[config.mk]
export PLATFORM = sky130hd
export DESIGN_NAME = control_fsm
export DESIGN_NICKNAME = d
export VERILOG_FILES = /design/src/design/cpu_pkg.sv /design/src/design/control_fsm.sv
export SDC_FILE = /design/constraint.sdc
export NUM_CORES = 1
export LEC_CHECK = 0
export BUFFER_PORTS_ARGS = -buffer_cell sky130_fd_sc_hd__buf_2
export CAP_MARGIN = 15
export CORE_MARGIN = 3
export CORE_UTILIZATION = 32
export DETAILED_ROUTE_END_ITERATION = 12
export GPL_ROUTABILITY_DRIVEN = 0
export GPL_TIMING_DRIVEN = 0
export PLACE_DENSITY = 0.81
export SYNTH_ARGS = -nofsm -noshare
export SYNTH_HDL_FRONTEND = slang
export SYNTH_SLANG_ARGS = --single-unit
export TNS_END_PERCENT = 1
[constraint.sdc]
create_clock -name clk -period 1.57 [get_ports clk]
set_clock_uncertainty 0.15 [all_clocks]
set_input_delay 0.2355 -clock clk [delete_from_list [all_inputs] [get_ports clk]]
set_output_delay 0.2355 -clock clk [all_outputs]
set_load 0.005 [all_outputs]
[src/design/cpu_pkg.sv]
// ISA is fixed at 16 bits; host addresses are 10 bits, so at most 1024 words are reachable
package cpu_pkg;

    localparam int DATA_W = 16;  // Word width, fixed by the ISA

    // Opcode also serves as the ALU select
    typedef enum logic [3:0] {
        ADD   = 4'h0,
        SUB   = 4'h1,
        AND   = 4'h2,
        OR    = 4'h3,
        XOR   = 4'h4,
        SHL   = 4'h5,
        SHR   = 4'h6,
        CMP   = 4'h7,  // Flags only, no register write
        ADDI  = 4'h8,
        LOAD  = 4'h9,
        STORE = 4'hA,
        JMP   = 4'hB,
        BEQ   = 4'hC,
        NOP   = 4'hD,
        HALT  = 4'hE
    } opcode_e;

    // Register form, ra is destination and first source
    typedef struct packed {
        opcode_e    opcode;
        logic [3:0] ra;
        logic [3:0] rb;
        logic [3:0] imm4;  // Signed
    } instr_r_t;

    // Jump form, low 12 bits are one signed offset
    typedef struct packed {
        opcode_e     opcode;
        logic [11:0] off12;
    } instr_j_t;

    typedef union packed {
        instr_r_t r;
        instr_j_t j;
    } instr_u;

    // Status word, unused bits read zero
    typedef struct packed {
        logic [7:0] rsvd_hi;
        logic       n;        // Bit 7
        logic       z;        // Bit 6
        logic       f;        // Bit 5
        logic [1:0] rsvd_mid;
        logic       l;        // Bit 2
        logic       rsvd_lo;
        logic       c;        // Bit 0
    } psr_t;

    typedef enum logic [1:0] {
        HOLD_ZERO = 2'd0,  // PC back to 0 on start
        INCR      = 2'd1,
        REL4      = 2'd2,
        REL12     = 2'd3
    } pc_mode_e;

    typedef struct packed {
        logic     wr_en;           // Register file write
        logic     alu_src;         // 1 selects immediate as operand B
        logic     mem_wr_en;       // Port 1 write
        logic     pc_en;
        logic     instr_en;
        logic     cmp_f_en;        // L and N
        logic     of_f_en;         // C and F
        logic     z_f_en;
        pc_mode_e pc_addr_mode;
        logic     write_back_sel;  // 1 selects memory data
        logic     host_own;        // Host owns memory port 2
    } ctrl_t;

    typedef struct packed {
        logic              wr_en;
        logic [9:0]        addr;
        logic [DATA_W-1:0] wr_data;
    } host_req_t;

    typedef enum logic [2:0] {
        ST_IDLE, ST_FETCH, ST_DECODE, ST_EXEC, ST_MEM, ST_HALT
    } state_e;

endpackage

[src/design/control_fsm.sv]
// Three cycles per instruction, four for LOAD; start is only taken in IDLE or HALT
`timescale 1ns/1ps

module control_fsm (
    input  logic            clk,
    input  logic            reset,
    input  logic            start,
    input  cpu_pkg::instr_u instr,
    input  cpu_pkg::psr_t   psr,
    output cpu_pkg::ctrl_t  ctrl,
    output logic            halted
);
    import cpu_pkg::*;

    state_e state_q;
    state_e state_d;

    always_ff @(posedge clk) begin
        if (reset) state_q <= ST_IDLE;
        else       state_q <= state_d;
    end

    always_comb begin
        ctrl    = '0;
        state_d = state_q;
        case (state_q)
            ST_IDLE, ST_HALT: begin
                ctrl.host_own = 1'b1;
                if (start) begin
                    ctrl.pc_en        = 1'b1;  // Clear PC
                    ctrl.pc_addr_mode = HOLD_ZERO;
                    state_d           = ST_FETCH;
                end
            end
            ST_FETCH: state_d = ST_DECODE;  // Port 2 reads mem[pc]
            ST_DECODE: begin
                ctrl.instr_en     = 1'b1;
                ctrl.pc_en        = 1'b1;
                ctrl.pc_addr_mode = INCR;
                state_d           = ST_EXEC;
            end
            ST_EXEC: begin
                state_d = ST_FETCH;
                case (instr.r.opcode)
                    ADD, SUB: begin
                        ctrl.wr_en   = 1'b1;
                        ctrl.of_f_en = 1'b1;
                        ctrl.z_f_en  = 1'b1;
                    end
                    ADDI: begin
                        ctrl.wr_en   = 1'b1;
                        ctrl.alu_src = 1'b1;
                        ctrl.of_f_en = 1'b1;
                        ctrl.z_f_en  = 1'b1;
                    end
                    AND, OR, XOR, SHL, SHR: begin
                        ctrl.wr_en  = 1'b1;
                        ctrl.z_f_en = 1'b1;
                    end
                    CMP: begin
                        ctrl.cmp_f_en = 1'b1;
                        ctrl.z_f_en   = 1'b1;
                    end
                    LOAD: begin
                        ctrl.alu_src = 1'b1;  // Address ra + imm4 on port 1
                        state_d      = ST_MEM;
                    end
                    STORE: begin
                        ctrl.alu_src   = 1'b1;
                        ctrl.mem_wr_en = 1'b1;  // Data is rb
                    end
                    JMP: begin
                        ctrl.pc_en        = 1'b1;
                        ctrl.pc_addr_mode = REL12;
                    end
                    BEQ: begin
                        ctrl.pc_en        = psr.z;  // Not taken keeps PC
                        ctrl.pc_addr_mode = REL4;
                    end
                    HALT:    state_d = ST_HALT;
                    default: ;  // NOP and unused codes
                endcase
            end
            ST_MEM: begin
                ctrl.alu_src        = 1'b1;  // Hold the load address
                ctrl.wr_en          = 1'b1;
                ctrl.write_back_sel = 1'b1;
                state_d             = ST_FETCH;
            end
            default: state_d = ST_IDLE;
        endcase
    end

    assign halted = (state_q == ST_HALT);

    a_state_legal: assert property (@(posedge clk) disable iff (reset)
        state_q inside {ST_IDLE, ST_FETCH, ST_DECODE, ST_EXEC, ST_MEM, ST_HALT})
        else $error("control_fsm: illegal state %0d", state_q);

    // Register write and memory write belong to different instructions
    a_wr_exclusive: assert property (@(posedge clk) disable iff (reset)
        !(ctrl.mem_wr_en && ctrl.wr_en))
        else $error("control_fsm: register and memory write in one cycle");

endmodule

==> metrics.txt <==
Post-Synthesis Cells 56; asr flop ratio synth 0; routed length per instance 13.2 um; final max-slew violation count 0; CP max stage cell dfxtp_4; Synth Flop Type dfxtp_1; mapped cell area 424 um2; Ant. Diodes 0; Synth area leader dfxtp_1; Hold Path Class primary input to flip-flop; status finished, violations left; Worst-Skew Late Latency 230 ps; Die W 42.4 um; clock transition at the registers of the reported paths 40 ps; max reg flops 3; Synth Net Count 91; min-delay src reset; Synth warnings 0; clk root buf clkbuf_4; synth cell count leaders 6 x a21oi_1, 5 x inv_1; Max VDD drop 409 uV; H-tree depth 1; RSZ-0062 raised after global routing true; Leak 0.303 nW; Synth Area in Adders 0; Post-synth EDFFs 0; Hold Path End state_q[2]; Final period util 1.05; IO Port Bufs 19; Filler Cell Count 124; post-synthesis mux area share 0; CP required 1180 ps; relative slew slack 0.838; CTS Sinks 3; hold_buf cts 0; Synth area leaders dfxtp_1 14%, buf_6 8.0%, a21oi_1 7.1%; Biggest register state_q; pre-CTS WS 25.9 ps; CP bufs+invs 1; share of the synthesized area in the top cell type 0.142; count leader, synth a21oi_1; GRT overflow 0; largest net degree at the start of global routing 11; Rows 12; Critical Path Fanout Max 10; Die Y 42.4 um; detailed-placement wirelength estimate 838 um; Setup violations, final 6; vias in the first global route 453; Worst R2R End state_q[2]; Max Cap Viol 0; flop2flop setup slack 420 ps; WL final 1230 um; crit-path cells and3b_2 > o211ai_2 > o221ai_2 > buf_2; TritonCTS clock tree done; register area share after synthesis 0.142; failing checks setup timing; CTS Buffer Depth 2; Final ANT Viol Nets 0; Hold Path Depth 2; Top delay family on crit path flip-flops; CTS buffer count 3; FF+latch count, synth 3; antenna violations before repair 0; post-route worst setup slack -84.4 ps; Area Overhead vs Synth 38.1%; FF-to-FF Start state_q[2]; biggest regs state_q x3; Final Util 0.500; core area 1170 um2; Final Hold Fails 0; DR vias 507; crit end category output port; post-synthesis simple-gate area fraction 0.375; Syn Area/Cell 7.57 um2; Yosys cell types 31; DR vias/cell 5.45; top-level I/O count 48; largest family of logic cells by synthesized area simple AND/OR/NAND/NOR gates; Min Clock Period, post-route 1650 ps; number of remaining DRC errors 0; nets 115; crit start category flip-flop; share of post-route cells with drive strength above 1 0.519; worst slew pin tran 242 ps; full die area 1800 um2; Compound-Gate Fraction of Synth Area 0.260; DRT iter0 DRCs 6; first-pass GRT wire length 1900 um; xor/xnor cell area share of the yosys netlist 0.0413; Initial Util 0.362; drt pass-1 iters 4; total track usage 0.136; critical path type flip-flop to output port; Max Fclk 0.604 GHz; R2R cell count 3; Pwr Density 704 nW/um2; CP arrival 1270 ps; CP peak stage delay 370 ps
repair_timing:
action,4_1_cts,5_1_grt
pin swaps,3,1
setup endpoints to repair,8,9
cloned,0,0
resized for setup,6,3
buffers inserted,2,0
how the worst max path moves through the flow:
stage,start,endpoint,slack [ps],depth (start not counted)
after detailed placement,instr[14],ctrl[8],30,6
after global placement,instr[14],ctrl[8],50,6
final,state_q[2],ctrl[8],-80,4
after CTS,state_q[1],ctrl[8],-100,5
after global routing,state_q[2],ctrl[8],-140,4
after floorplan,state_q[2],ctrl[8],250,4
per-stage QoR:
step	cells	instance area [um2]	hold slack (ps)	total power, mW	setup TNS (ps)
CTS	94	582	33.5	0.417	-282
detailed placement	89	537	279	0.254	0
global placement	89	537	276	0.248	0
finish	93	586	36.1	0.412	-311
floorplan	56	424	155	0.203	0
global route	93	586	34.0	0.443	-633
cell usage in the layout (no fill, tap or decap), types with 2 or more instances in the layout:
cell type | netlist | final
nand3b_1 | 2 | 2
and3b_2 | 3 | 3
buf_6 | 3 | 3
nor2_1 | 2 | 2
a21oi_1 | 6 | 6
inv_1 | 5 | 5
buf_4 | 2 | 3
clkbuf_4 | 0 | 3
nand2b_1 | 2 | 2
nand2_1 | 3 | 3
o21ai_0 | 3 | 3
buf_2 | 2 | 20
nand3_1 | 2 | 2
final cells by class:
type	count	area, um2	area share
sequential	3	65.1	0.111
inverter	5	18.8	0.0321
timing repair buffer	21	110	0.188
multi-input combinational	41	302	0.515
tap	14	17.5	0.0299
clock buffer	4	26.3	0.0449
buffer	5	46.3	0.0791
power breakdown:
part | switching, mW | total [mW] | internal, mW
Combinational | 0.0861 | 0.177 | 0.0910
Sequential | 0.0122 | 0.0985 | 0.0863
Clock | 0.0415 | 0.137 | 0.0954
routing by layer:
layer	track usage	up-vias	wire [um]
met4	0.0559	0	14
met2	0.249	24	679
li1	-	244	-
met1	0.139	237	465
met3	0.0429	2	73
met5	0	-	0
logic make-up after synthesis:
logic type,count (synthesis)
AOI/OAI and AO/OA,16
xor gates and xnor gates,2
buffers and inverters,12
DFF,3
and+or+nand+nor,23
Note: power is estimated with default switching activity, not from simulation.
